## config.mk

```make
export PLATFORM = sky130hd
export DESIGN_NAME = host_port
export DESIGN_NICKNAME = d
export VERILOG_FILES = /design/src/design/eth_pkg.sv /design/src/design/host_port.sv
export SDC_FILE = /design/constraint.sdc
export NUM_CORES = 1
export LEC_CHECK = 0
export BUFFER_PORTS_ARGS = -buffer_cell sky130_fd_sc_hd__buf_4
export CAP_MARGIN = 5
export CORE_MARGIN = 2
export CORE_UTILIZATION = 32
export DETAILED_ROUTE_END_ITERATION = 8
export GPL_TIMING_DRIVEN = 1
export PLACE_DENSITY = 0.76
export SYNTH_ARGS = -nofsm -noshare
export SYNTH_HDL_FRONTEND = slang
export SYNTH_SLANG_ARGS = --single-unit
export TNS_END_PERCENT = 1
```

## constraint.sdc

```tcl
create_clock -name clock -period 1 [get_ports clock]
set_input_delay 0.15 -clock clock [delete_from_list [all_inputs] [get_ports clock]]
set_output_delay 0.15 -clock clock [all_outputs]
set_load 0.05 [all_outputs]
```

## src/design/eth_pkg.sv

```systemverilog
package eth_pkg;

	typedef enum logic [2:0] {
		OP_READ       = 3'd0,
		OP_READ_LEN   = 3'd1,
		OP_READ_NEXT  = 3'd2,
		OP_WRITE      = 3'd3,
		OP_WRITE_LEN  = 3'd4,
		OP_WRITE_NEXT = 3'd5
	} host_op_e;

	typedef enum logic [2:0] {
		TX_IDLE,
		TX_PREAMBLE,
		TX_SFD,
		TX_DATA,
		TX_FCS,
		TX_GAP
	} tx_state_e;

	typedef enum logic [1:0] {
		RX_IDLE,
		RX_PREAMBLE,
		RX_DATA,
		RX_DROP
	} rx_state_e;

	// ------------------------------------------------------------------------
	// framing

	localparam logic [7:0]  PREAMBLE_BYTE = 8'h55;
	localparam logic [7:0]  SFD_BYTE      = 8'hd5;
	localparam int          PREAMBLE_LEN  = 7;
	localparam int          FCS_BYTES     = 4;
	localparam int          GAP_CYCLES    = 12;

	localparam logic [31:0] CRC_POLY      = 32'h04c1_1db7;
	localparam logic [31:0] CRC_INIT      = 32'hffff_ffff;
	localparam logic [31:0] CRC_RESIDUE   = 32'hc704_dd7b;   // register after a good FCS

	// one byte of CRC-32, bit 0 goes out on the wire first
	function automatic logic [31:0] next_crc32_d8(input logic [7:0] data, input logic [31:0] crc);
		logic [31:0] c;
		logic        fb;
		c = crc;
		for (int i = 0; i < 8; i++) begin
			fb = c[31] ^ data[i];
			c  = {c[30:0], 1'b0};
			if (fb)
				c = c ^ CRC_POLY;
		end
		return c;
	endfunction

endpackage
```

## src/design/host_port.sv

```systemverilog
`timescale 1ns/1ps

module host_port #(
	parameter int PKT_BYTES = 64,
	localparam int LEN_W    = $clog2(PKT_BYTES + 1),
	localparam int RES_W    = (LEN_W > 8) ? LEN_W : 8
) (
	input  logic               clock,
	input  logic               reset,
	input  logic               start_i,
	input  eth_pkg::host_op_e  op_i,
	input  logic [LEN_W-1:0]   addr_i,
	input  logic [7:0]         value_i,
	output logic               done_o,
	output logic [RES_W-1:0]   result_o,
	output logic               tx_wr_en_o,
	output logic [LEN_W-1:0]   tx_wr_addr_o,
	output logic [7:0]         tx_wr_data_o,
	output logic               tx_wr_next_o,
	input  logic               tx_wr_full_i,
	input  logic [LEN_W-1:0]   tx_wr_len_i,
	output logic [LEN_W-1:0]   rx_rd_addr_o,
	output logic               rx_rd_next_o,
	input  logic [7:0]         rx_rd_data_i,
	input  logic [LEN_W-1:0]   rx_rd_len_i,
	input  logic               rx_rd_empty_i
);
	logic             addr_over;
	logic             read_q;     // result comes from the ring read port
	logic [RES_W-1:0] status_q;

	assign addr_over    = (addr_i >= LEN_W'(PKT_BYTES));
	assign tx_wr_en_o   = start_i && (op_i == eth_pkg::OP_WRITE) && !addr_over;
	assign tx_wr_addr_o = addr_i;
	assign tx_wr_data_o = value_i;
	assign tx_wr_next_o = start_i && (op_i == eth_pkg::OP_WRITE_NEXT);
	assign rx_rd_addr_o = addr_i;
	assign rx_rd_next_o = start_i && (op_i == eth_pkg::OP_READ_NEXT);

	always_ff @(posedge clock) begin
		if (reset) begin
			done_o   <= 1'b0;
			read_q   <= 1'b0;
			status_q <= '0;
		end else begin
			done_o <= start_i;
			read_q <= start_i && (op_i == eth_pkg::OP_READ);
			if (start_i) begin
				case (op_i)
					eth_pkg::OP_READ_LEN:   status_q <= RES_W'(rx_rd_len_i);
					eth_pkg::OP_READ_NEXT:  status_q <= RES_W'(rx_rd_empty_i);
					eth_pkg::OP_WRITE:      status_q <= RES_W'(addr_over);
					eth_pkg::OP_WRITE_LEN:  status_q <= RES_W'(tx_wr_len_i);
					eth_pkg::OP_WRITE_NEXT: status_q <= RES_W'(tx_wr_full_i);
					default:                status_q <= '0;
				endcase
			end
		end
	end

	assign result_o = read_q ? RES_W'(rx_rd_data_i) : status_q;

endmodule

```

* Word level (Yosys, flattened, before mapping)
Cells that the tools add are included.
** Storage, ports and cells
- Bits in registers :: 10
- Bits of input ports :: 45
- Output and inout port bits :: 34
- Logic and storage cells :: 18
** Cells by class
- Order comparisons :: 1
- Equal/unequal tests :: 5
- Muxes and demuxes :: 2
- Reductions and logical operators :: 7
** Operators with widths (number)
- one-hot mux 7 bit (5 select lines) :: 1
- two-way mux 8 bit :: 1
- greater-or-equal comparator 7 bit, second input constant :: 1
- equality test 3 x 2 -> 1 bit, second input constant :: 2
- equality test 3 bit, second input constant :: 2
- logical AND 1 bit :: 5
- equality test 3 x 1 -> 1 bit, second input constant :: 1
- logical NOT 3 bit :: 1
- logical NOT 1 bit :: 1

* Longest topological paths before layout
Gate-level depths: netlist of the first run.
- Depth in word-level cells :: 3
- Mapped depth :: 4
- Depth with buffers taken out :: 3

* Least setup slack after synthesis of the first run
OpenSTA, ideal clock, no wires.
- Path type :: input to output
- Start :: input op_i[2]
- End :: output tx_wr_en_o
- Arrival time :: 1.619 ns
- Required time :: 0.850 ns
- Path slack :: -0.769 ns
- Cell stages on the path :: 4
- Path buffers :: 1
- Path through :: buf_2 inv_1 nand3_1 nor3b_1
** On the way
- Longest elaborated chain between the ends :: 3
** RTL lines
- start, declared :: line host_port.sv:11 : input eth_pkg::host_op_e op_i,
- equality test 3 x 2 -> 1 bit :: line host_port.sv:33 : assign tx_wr_en_o = start_i && (op_i == eth_pkg::OP_WRITE) && !addr_over;
- logical AND 1 bit (2 in a row) :: line host_port.sv:33
- end, declared :: line host_port.sv:16 : output logic tx_wr_en_o,
Every way passes these cells.

* Worst setup path after layout of the first run
- Start :: register read_q
- End :: output result_o[5]
** On the way
- Longest elaborated chain between the ends :: 1
** RTL lines
- start, declared :: line host_port.sv:29 : logic read_q;
- start signal, assigned :: line host_port.sv:47 : read_q <= start_i && (op_i == eth_pkg::OP_READ);
- two-way mux 8 bit :: line host_port.sv:61 : assign result_o = read_q ? RES_W'(rx_rd_data_i) : status_q;
- end, declared :: line host_port.sv:15 : output logic [RES_W-1:0] result_o,
Every way passes these cells.

==> results of run 1 <==
==> layer usage <==
| metal | up-vias | GRT usage, % | share of wire [%] | wire, um |
|---|---|---|---|---|
| li1 | 357 | - | - | - |
| met1 | 306 | 12.5 | 35 | 609 |
| met2 | 29 | 22.4 | 55 | 966 |
| met3 | 2 | 3.61 | 10 | 176 |
| met4 | 0 | 7.50 | 0.23 | 4 |
| met5 | - | 0 | 0 | 0 |
==> synth_stat cells (all sizes together) <==
| library cell | instances | share of area, % |
|---|---|---|
| a21oi | 7 | 4.4 |
| and2 | 1 | 0.78 |
| a31oi | 2 | 1.6 |
| and3 | 1 | 0.78 |
| buf | 24 | 23 |
| nor3b | 1 | 0.94 |
| and3b | 12 | 14 |
| or3 | 1 | 0.78 |
| o21ai | 6 | 3.7 |
| dfxtp | 9 | 22 |
| nor2b | 3 | 2.3 |
| mux2i | 1 | 1.2 |
| nor3 | 1 | 0.62 |
| nor2 | 1 | 0.47 |
| inv | 1 | 0.47 |
| nand2b | 6 | 4.7 |
| nand2 | 1 | 0.47 |
| clkbuf | 4 | 1.9 |
| a211oi | 1 | 1.6 |
| and4b | 1 | 1.2 |
| nand3 | 1 | 0.62 |
| mux2 | 8 | 11 |
| a211o | 1 | 1.1 |
==> worst register-to-register path, delay by kind of cell (launching register included) <==
kind | cells | cell delay, ns
and+or+nand+nor | 1 | 0.19
AOI/OAI and AO/OA | 2 | 0.30
DFF | 1 | 0.33
==> what timing repair did <==
| action | 4_1_cts | 5_1_grt |
|---|---|---|
| pin swaps | 0 | 1 |
| hold buffers | 0 | 0 |
| resized for setup | 9 | 1 |
| endpoints found under the setup margin | 8 | 9 |
==> layout by cell type, fill, tap and decap left out, drive strengths merged <==
cell / n
inv: 1
nand3: 1
mux2: 8
nor3b: 1
nor2: 1
buf: 50
and2: 1
o21ai: 6
a31oi: 2
and4b: 1
clkbuf: 4
and3: 1
dfxtp: 9
a211oi: 1
nor2b: 3
and3b: 12
nor3: 1
nand2: 1
mux2i: 1
nand2b: 6
or3: 1
a21oi: 7
a211o: 1
==> through the flow <==
step,std cells,instance area [um^2],power (mW)
5_1_grt,150,1150,1.05
4_1_cts,150,1150,1.00
2_1_floorplan,94,877,0.793
6_report,150,1150,0.984
3_3_place_gp,146,1090,0.713
3_5_place_dp,146,1090,0.718
==> state kept, by name, indices dropped and copies added (netlist names) <==
name / count
done_o: 1
status_q: 7
read_q: 1
==> how the worst max path moves through the flow <==
stage                      startpoint           to  slack (ns)  depth (start not counted)
floorplan                     op_i[0]   tx_wr_en_o       -0.06                          2
global placement    read_q$_SDFF_PP0_  result_o[1]       -0.09                          3
detailed placement  read_q$_SDFF_PP0_  result_o[5]       -0.13                          3
CTS                 read_q$_SDFF_PP0_  result_o[5]       -0.35                          3
global route        read_q$_SDFF_PP0_  result_o[3]       -0.37                          3
finish              read_q$_SDFF_PP0_  result_o[5]       -0.33                          3
==> power groups by stage <==
stage	Combinational, mW	Sequential, mW	Clock (mW)
floorplan	0.404	0.388	0
global placement	0.331	0.382	0
detailed placement	0.336	0.383	0
CTS	0.345	0.375	0.281
global route	0.367	0.375	0.303
finish	0.342	0.375	0.267
==> final cells by class <==
cell class	instances	area share (%)
timing repair buffer	50	36.7
multi-input combinational	56	41.5
tap	30	3.26
inverter	1	0.544
clock buffer	4	2.29
sequential	9	15.8
==> cells by family after synthesis <==
family / after synthesis / synth area share, %
buffers and inverters: 29 / 25.0
AOI/OAI and AO/OA: 17 / 12.3
and+or+nand+nor: 30 / 27.8
DFF: 9 / 22.5
muxes: 9 / 12.5
==> key figures, run 1 <==
Finish
  • Ant diodes: 0
  • Area of the multi-input gates: 477 um^2
  • Final Util: 47.3%
  • # nets final: 166
  • P&R area growth vs syn: 43.4%
  • # fillers: 234
  • Share of cells above drive strength 1: 62.5%
  • Reg area: 181 um^2

Routing
  • Drt drc: 0
  • Drt pass-1 iters: 4
  • Vias: 694
  • DRT antenna net count: 0
  • Vias per cell: 4.63
  • Routed WL: 1760 um
  • Wire per inst: 11.7 um
  • Drt first-iter violations: 7

Worst setup path
  • Worst path bufs/invs: 2
  • CP endpoint kind: output port
  • Crit path DAT: 1.18 ns
  • Setup CP Type: register to output port
  • Required @ worst endpoint: 0.85 ns
  • Max incr delay on CP: 0.34 ns
  • Crit-path slowest cell: dfxtp_2
  • RR Startpoint: status_q[0]$_SDFFE_PP0P_
  • CP delay by family, top: flip-flops
  • FF-to-FF End: status_q[0]$_SDFFE_PP0P_
  • Worst-path fanout max: 8
  • Critical Path, Cell by Cell: buf_12, mux2_4, buf_6
  • Critical Path Start Type: register
  • R2r worst-path depth: 3
  • Worst reg-to-reg setup slack: 0.12 ns

Floorplan
  • Die Wd: 54.1 um
  • Core Area: 2430 um^2
  • I/O pin cnt: 79
  • Initial Util: 33.0%
  • Die Area: 2920 um^2
  • Die Ht: 54.1 um
  • # rows: 18

STA
  • Worst slew pin tran: 0.313 ns
  • WHS: 0.133 ns
  • Setup TNS Final: -2.46 ns
  • Slew Viols, Final: 0
  • Period minus WS final: 1.33 ns
  • Fmax: 753 MHz
  • Final worst-path cycle share: 133%
  • Relative slew slack: 79.1%
  • Final Setup Violations: 8
  • RSZ-0062 raised after global routing: yes
  • Fin. Hold Viols: 0
  • Clock Skew: 0 ns
  • Final worst slack: -0.328 ns

GRT
  • GRT Resource Usage Total: 12.4%
  • Initial antenna violation count: 0
  • Pin count of the biggest net entering global routing: 14
  • First-pass GRT wire length: 2680 um
  • Vias in the first global route: 655
  • Gr ovfl total: 0

Pwr
  • Comb power frac: 34.8%
  • Power Internal: 703 uW
  • Clock power share: 27.1%
  • Sw Ratio: 28.5%
  • Worst vdd ir: 0.553 mV
  • Pwr dens: 855 nW/um^2
  • Sequential power share: 38.1%
  • Leakage Power: 0.550 nW
  • P_sw: 280 uW

Min path
  • Hold_sp: reset
  • Hold Path End: status_q[1]$_SDFFE_PP0P_
  • Hold Crit Class: input port to register
  • WHS Path Cells: 2

Placement
  • Port-buffer cells: 44
  • DP Worst Slack: -0.127 ns
  • HPWL Detailed: 1480 um
  • Gpl congestion: 0.762

Synth
  • Post-synthesis sequential area ratio: 22.5%
  • Post-Synthesis Cells: 94
  • Syn avg cell area: 8.53 um^2
  • Yosys cell types: 26
  • Synth Net Count: 139
  • Yosys warnings: 0
  • Yosys reg bits: 9
  • Post-Syn Area: 802 um^2

Clock network
  • Post-CTS Setup Bufs: 0
  • Clk Latency, worst-skew pair: 0.25 ns
  • Clock buffer depth: 2
  • H-tree depth: 1
  • Root Driver: clkbuf_4
  • Clock-pin slew on the worst setup and hold paths: 0.06 ns
  • Clock sink count: 9
  • Num CTS Buffers: 3
  • CTS tree: done

Flow run
  • Max-cap check violation count: 0

Outcome
  • Failing checks: negative setup slack
  • Status: finished, violations left
No activity file was read; power rests on OpenSTA's default activity.
==> run 2, diff against run 1 <==
Settings changed: GPL_ROUTABILITY_DRIVEN set to 0, SETUP_SLACK_MARGIN set to 0.3.
==> run 2 against run 1 <==
The flow still finishes with violations (negative setup slack). Core utilization is 4.4 points higher. Routed wire length is 13% higher. Setup slack better by 0.0019 ns. Sequential power hardly changed. Power is 5.8% higher. Cell count is 0.67% lower. Clock skew stayed put. Critical path depth stayed put. Cell area is 9.4% higher. Sequential share of layout area is 1.2 points lower. Combinational power is 14% higher. Critical path type unchanged. Critical endpoint is now result_o[0]. Largest power group is now combinational logic.
==> key figures, run 2 (same netlist as run 1, synthesis figures left out) <==
GRT
  • First-pass GRT wire length: 2820 um (was 2680 um)
  • Gr ovfl total: 0 (unchanged)
  • GR peak layer: met2 (unchanged)
  • Pin count of the biggest net entering global routing: 14 (unchanged)
  • Vias in the first global route: 654 (was 655)
  • Met2 usage: 24.0% (was 22.4%)
  • Initial antenna violation count: 0 (unchanged)
  • GRT Resource Usage Total: 13.4% (was 12.4%)
  • Met3 Track Usage GR: 3.06% (was 3.61%)
  • Grt met1 use: 14.6% (was 12.5%)

Worst setup path
  • Max incr delay on CP: 0.34 ns (about the same)
  • Critical Path Start Type: register (unchanged)
  • Setup CP Type: register to output port (unchanged)
  • Required @ worst endpoint: 0.85 ns (about the same)
  • Worst-path fanout max: 8 (unchanged)
  • Critical Path, Cell by Cell: buf_12, mux2_4, buf_6 (unchanged)
  • CP endpoint kind: output port (unchanged)
  • Crit path DAT: 1.18 ns (about the same)
  • Crit-path slowest cell: dfxtp_2 (unchanged)

STA
  • Final worst-path cycle share: 133% (about the same)
  • Worst slew pin tran: 0.194 ns (was 0.313 ns)
  • Final Setup Violations: 8 (unchanged)
  • Slew Viols, Final: 0 (unchanged)
  • RSZ-0062 raised after global routing: yes (unchanged)
  • WHS: 0.126 ns (was 0.133 ns)
  • Period minus WS final: 1.33 ns (about the same)
  • Setup TNS Final: -2.44 ns (was -2.46 ns)
  • Final worst slack: -0.326 ns (was -0.328 ns)
  • Fin. Hold Viols: 0 (unchanged)
  • Relative slew slack: 87.0% (was 79.1%)
  • Fmax: 754 MHz (was 753 MHz)
  • Clock Skew: 0 ns (unchanged)

Routing
  • Drt first-iter violations: 2 (was 7)
  • Routed WL: 1980 um (was 1760 um)
  • Vias per cell: 4.86 (was 4.63)
  • Drt drc: 0 (unchanged)
  • DRT antenna net count: 0 (unchanged)
  • Drt pass-1 iters: 4 (unchanged)
  • Vias: 724 (was 694)
  • Wire per inst: 13.3 um (was 11.7 um)

Clock network
  • Clk Latency, worst-skew pair: 0.26 ns (was 0.25 ns)
  • Clock-pin slew on the worst setup and hold paths: 0.06 ns (about the same)
  • # hold bufs at CTS: 0 (unchanged)
  • Clock sink count: 9 (unchanged)
  • Post-CTS Setup Bufs: 0 (unchanged)
  • H-tree depth: 1 (unchanged)
  • Num CTS Buffers: 3 (unchanged)
  • CTS tree: done (unchanged)
  • Clock buffer depth: 2 (unchanged)
  • Root Driver: clkbuf_4 (unchanged)

Floorplan
  • Die Ht: 54.1 um (unchanged)
  • Die Area: 2920 um^2 (unchanged)
  • Core Area: 2430 um^2 (unchanged)
  • Initial Util: 33.0% (unchanged)
  • # rows: 18 (unchanged)
  • I/O pin cnt: 79 (unchanged)
  • Die Wd: 54.1 um (unchanged)

Finish
  • Design Area, Final: 1260 um^2 (was 1150 um^2)
  • Most frequent cells in the layout: buf_4 (28), buf_6 (16), mux2_4 (7) (was buf_4 (40), buf_6 (9), dfxtp_1 (8))
  • P&R area growth vs syn: 56.8% (was 43.4%)
  • Final Util: 51.7% (was 47.3%)
  • Share of cells above drive strength 1: 69.7% (was 62.5%)
  • Max reg flops: 7 (unchanged)
  • Layout Cells excl Fill: 149 (was 150)
  • # fillers: 218 (was 234)
  • Leading cell type in the layout, fill and taps excluded: buf_4 (unchanged)
  • Reg area: 184 um^2 (was 181 um^2)
  • Area of the multi-input gates: 518 um^2 (was 477 um^2)
  • Top Registers: status_q (7), done_o (1), read_q (1) (unchanged)
  • Most flops, register: status_q (unchanged)
  • Ant diodes: 0 (unchanged)
  • # nets final: 165 (was 166)

Placement
  • HPWL Detailed: 1420 um (was 1480 um)
  • DP Worst Slack: -0.105 ns (was -0.127 ns)
  • Inst Count DP: 145 (was 146)
  • DP Area: 1080 um^2 (was 1090 um^2)
  • Port-buffer cells: 44 (unchanged)

Outcome
  • Failing checks: negative setup slack (unchanged)
  • Status: finished, violations left (unchanged)

Min path
  • Hold Crit Class: input port to register (unchanged)

Pwr
  • Pwr dens: 828 nW/um^2 (was 855 nW/um^2)
  • Leakage Power: 0.576 nW (was 0.550 nW)
  • Total Power: 1.04 mW (was 984 uW)
  • Worst vdd ir: 0.487 mV (was 0.553 mV)

Flow run
  • Max-cap check violation count: 0 (unchanged)
-- run 2: layer usage --
metal | part of all wire (%) | wire length (um)
met3 | 7.3 | 145
met1 | 39 | 780
met4 | 2.3 | 46
met2 | 51 | 1010
met5 | 0 | 0
-- run 2: layout make-up --
class | count | area share [%]
Multi-Input combinational cell | 56 | 41.2
Sequential cell | 9 | 14.6
Clock buffer | 4 | 2.09
Inverter | 1 | 1.29
Timing Repair Buffer | 49 | 37.8
Tap cell | 30 | 2.99
-- run 2: critical path: cells and delay by family, from the launching register on --
kind | cells | cell delay (ns)
buffers and inverters | 2 | 0.28
flip-flops | 1 | 0.34
multiplexers | 1 | 0.30
-- run 2: power breakdown --
part	total (mW)	internal, mW	switching [mW]
Sequential	0.377	0.370	0.00623
Combinational	0.389	0.208	0.181
Clock	0.276	0.153	0.122
-- run 2: final timing paths --
check,from,endpoint,slack (ns),depth (start not counted)
worst max-delay path,read_q$_SDFF_PP0_,result_o[0],-0.33,3
worst min-delay path,reset,status_q[2]$_SDFFE_PP0P_,0.13,2
worst max register to register,status_q[0]$_SDFFE_PP0P_,status_q[0]$_SDFFE_PP0P_,0.17,3
worst min register to register,status_q[6]$_SDFFE_PP0P_,status_q[6]$_SDFFE_PP0P_,0.48,2
-- run 2: repair_timing --
action	4_1_cts	5_1_grt
hold endpoints to repair	0	0
setup endpoints to repair	19	19
pin swaps	4	4
gates cloned	0	0
gates resized for setup	35	11
==> run 3, diff against run 2 <==
Settings changed: PLACE_DENSITY 0.76 to not set, PLACE_DENSITY_LB_ADDON set to 0.2.
==> run 3 against run 2 <==
Routed wire length decreased by 6.1%. Largest power group unchanged. The run still ends with negative setup slack left. Sequential power is essentially flat. Register-to-register slack gained 0.04 ns. Non-clock buffer count up 3. Core utilization shrank 0.10 points. Die area did not move. Power down 0.82%. Critical endpoint is now result_o[5]. Clock power is 3% lower. Cell area down 0.20%. Critical path type unchanged. Largest cell class unchanged. Maximum frequency up 0.80%. Clock skew unchanged.
==> key figures, run 3 (same netlist as run 1, synthesis figures left out) <==
Finish
  • Leading cell type in the layout, fill and taps excluded: buf_4 (unchanged)
  • Ant diodes: 0 (unchanged)
  • Top Registers: status_q (7), done_o (1), read_q (1) (unchanged)
  • Share of cells above drive strength 1: 69.7% (about the same)
  • # nets final: 168 (was 165)
  • Reg area: 184 um^2 (unchanged)
  • Area of the multi-input gates: 514 um^2 (was 518 um^2)
  • # fillers: 236 (was 218)
  • Most frequent cells in the layout: buf_4 (34), buf_6 (13), mux2_4 (7), a21oi_1 (7) (was buf_4 (28), buf_6 (16), mux2_4 (7))
  • Most flops, register: status_q (unchanged)
  • Max reg flops: 7 (unchanged)
  • P&R area growth vs syn: 56.5% (was 56.8%)

Floorplan
  • Initial Util: 33.0% (unchanged)
  • Die Area: 2920 um^2 (unchanged)
  • Die Wd: 54.1 um (unchanged)
  • Die Ht: 54.1 um (unchanged)
  • Core Area: 2430 um^2 (unchanged)
  • # rows: 18 (unchanged)
  • I/O pin cnt: 79 (unchanged)

Min path
  • Hold Crit Class: input port to register (unchanged)

Worst setup path
  • Setup CP Type: register to output port (unchanged)
  • Required @ worst endpoint: 0.85 ns (about the same)
  • Worst-path fanout max: 8 (unchanged)
  • Critical Path Start Type: register (unchanged)
  • Crit path DAT: 1.17 ns (was 1.18 ns)
  • CP endpoint kind: output port (unchanged)
  • Worst reg-to-reg setup slack: 0.21 ns (was 0.17 ns)

STA
  • WHS: 0.140 ns (was 0.126 ns)
  • RSZ-0062 raised after global routing: yes (unchanged)
  • Slew Viols, Final: 0 (unchanged)
  • Worst slew pin tran: 0.167 ns (was 0.194 ns)
  • Clock Skew: 0 ns (unchanged)
  • Period minus WS final: 1.32 ns (was 1.33 ns)
  • Final Setup Violations: 8 (unchanged)
  • Final worst-path cycle share: 132% (was 133%)
  • Final worst slack: -0.316 ns (was -0.326 ns)
  • Relative slew slack: 88.8% (was 87.0%)
  • Fin. Hold Viols: 0 (unchanged)
  • Fmax: 760 MHz (was 754 MHz)

Clock network
  • Clk Latency, worst-skew pair: 0.25 ns (was 0.26 ns)
  • Post-CTS Setup Bufs: 0 (unchanged)
  • Root Driver: clkbuf_4 (unchanged)
  • H-tree depth: 1 (unchanged)
  • CTS tree: done (unchanged)
  • Clock buffer depth: 2 (unchanged)
  • Clock-pin slew on the worst setup and hold paths: 0.06 ns (about the same)
  • Clock sink count: 9 (unchanged)
  • Num CTS Buffers: 3 (unchanged)

GRT
  • First-pass GRT wire length: 2700 um (was 2820 um)
  • GRT Resource Usage Total: 12.7% (was 13.4%)
  • Pin count of the biggest net entering global routing: 14 (unchanged)
  • Initial antenna violation count: 0 (unchanged)
  • Gr ovfl total: 0 (unchanged)
  • Vias in the first global route: 619 (was 654)

Outcome
  • Failing checks: negative setup slack (unchanged)
  • Status: finished, violations left (unchanged)

Routing
  • Vias: 729 (was 724)
  • Routed WL: 1860 um (was 1980 um)
  • Drt pass-1 iters: 4 (unchanged)
  • Vias per cell: 4.80 (was 4.86)
  • DR top layer: met4 (unchanged)
  • Met2 Wirelength: 881 um (was 1010 um)
  • Drt drc: 0 (unchanged)
  • Drt first-iter violations: 6 (was 2)
  • WL met1: 756 um (was 780 um)
  • DRT antenna net count: 0 (unchanged)
  • Met3 WL: 167 um (was 145 um)
  • Wire per inst: 12.2 um (was 13.3 um)

Pwr
  • Pwr dens: 823 nW/um^2 (was 828 nW/um^2)
  • Leakage Power: 0.581 nW (was 0.576 nW)
  • Worst vdd ir: 0.367 mV (was 0.487 mV)
  • Total Power: 1.03 mW (was 1.04 mW)

Placement
  • Port-buffer cells: 44 (unchanged)
  • HPWL Detailed: 1460 um (was 1420 um)

Flow run
  • Max-cap check violation count: 0 (unchanged)
run 3: cell type report:
| type | instances | share of cell area (%) |
|---|---|---|
| multi-input combinational | 56 | 41.0 |
| timing repair buffer | 52 | 38.8 |
| sequential | 9 | 14.7 |
| tap | 30 | 2.99 |
| clock buffer | 4 | 2.09 |
| inverter | 1 | 0.499 |
run 3: timing repair:
action                     in CTS  in global routing
pin swaps                       3                  3
hold buffers                    0                  0
setup endpoints to repair      19                 19
resized for setup              29                 10
cloned                          0                  0
run 3: worst paths after layout:
path | startpoint | endpoint | depth (start not counted)
setup / recovery | read_q$_SDFF_PP0_ | result_o[5] | 3
hold / removal | reset | done_o$_SDFF_PP0_ | 2
setup reg to reg | status_q[0]$_SDFFE_PP0P_ | status_q[0]$_SDFFE_PP0P_ | 3
hold reg to reg | status_q[4]$_SDFFE_PP0P_ | status_q[4]$_SDFFE_PP0P_ | 2
run 3: routing by layer:
metal | global-route usage [%] | vias to the layer above
li1 | - | 359
met1 | 15.1 | 317
met2 | 21.1 | 40
met3 | 1.11 | 13
met4 | 9.17 | 0
met5 | 0 | -
run 3: through the flow:
stage	area [um^2]	worst slack, ns	util, %	TNS, ns	cells
CTS	1220	-0.326	50.0	-2.45	152
finish	1250	-0.316	51.6	-2.37	152
floorplan	878	-0.0565	-	-0.187	94
global route	1250	-0.341	51.6	-2.55	152
detailed placement	1100	-0.106	45.4	-0.869	148
global placement	1100	-0.0926	45.4	-0.723	148
run 3: power by group:
group	internal, mW	total, mW	switching, mW
registers	0.370	0.376	0.00561
logic	0.210	0.389	0.178
clock network	0.153	0.268	0.115
run 3: critical path: stages, from the launching register on:
cell	delay, ns
dfxtp_2	0.34
buf_12	0.12
mux2_4	0.30
buf_6	0.15
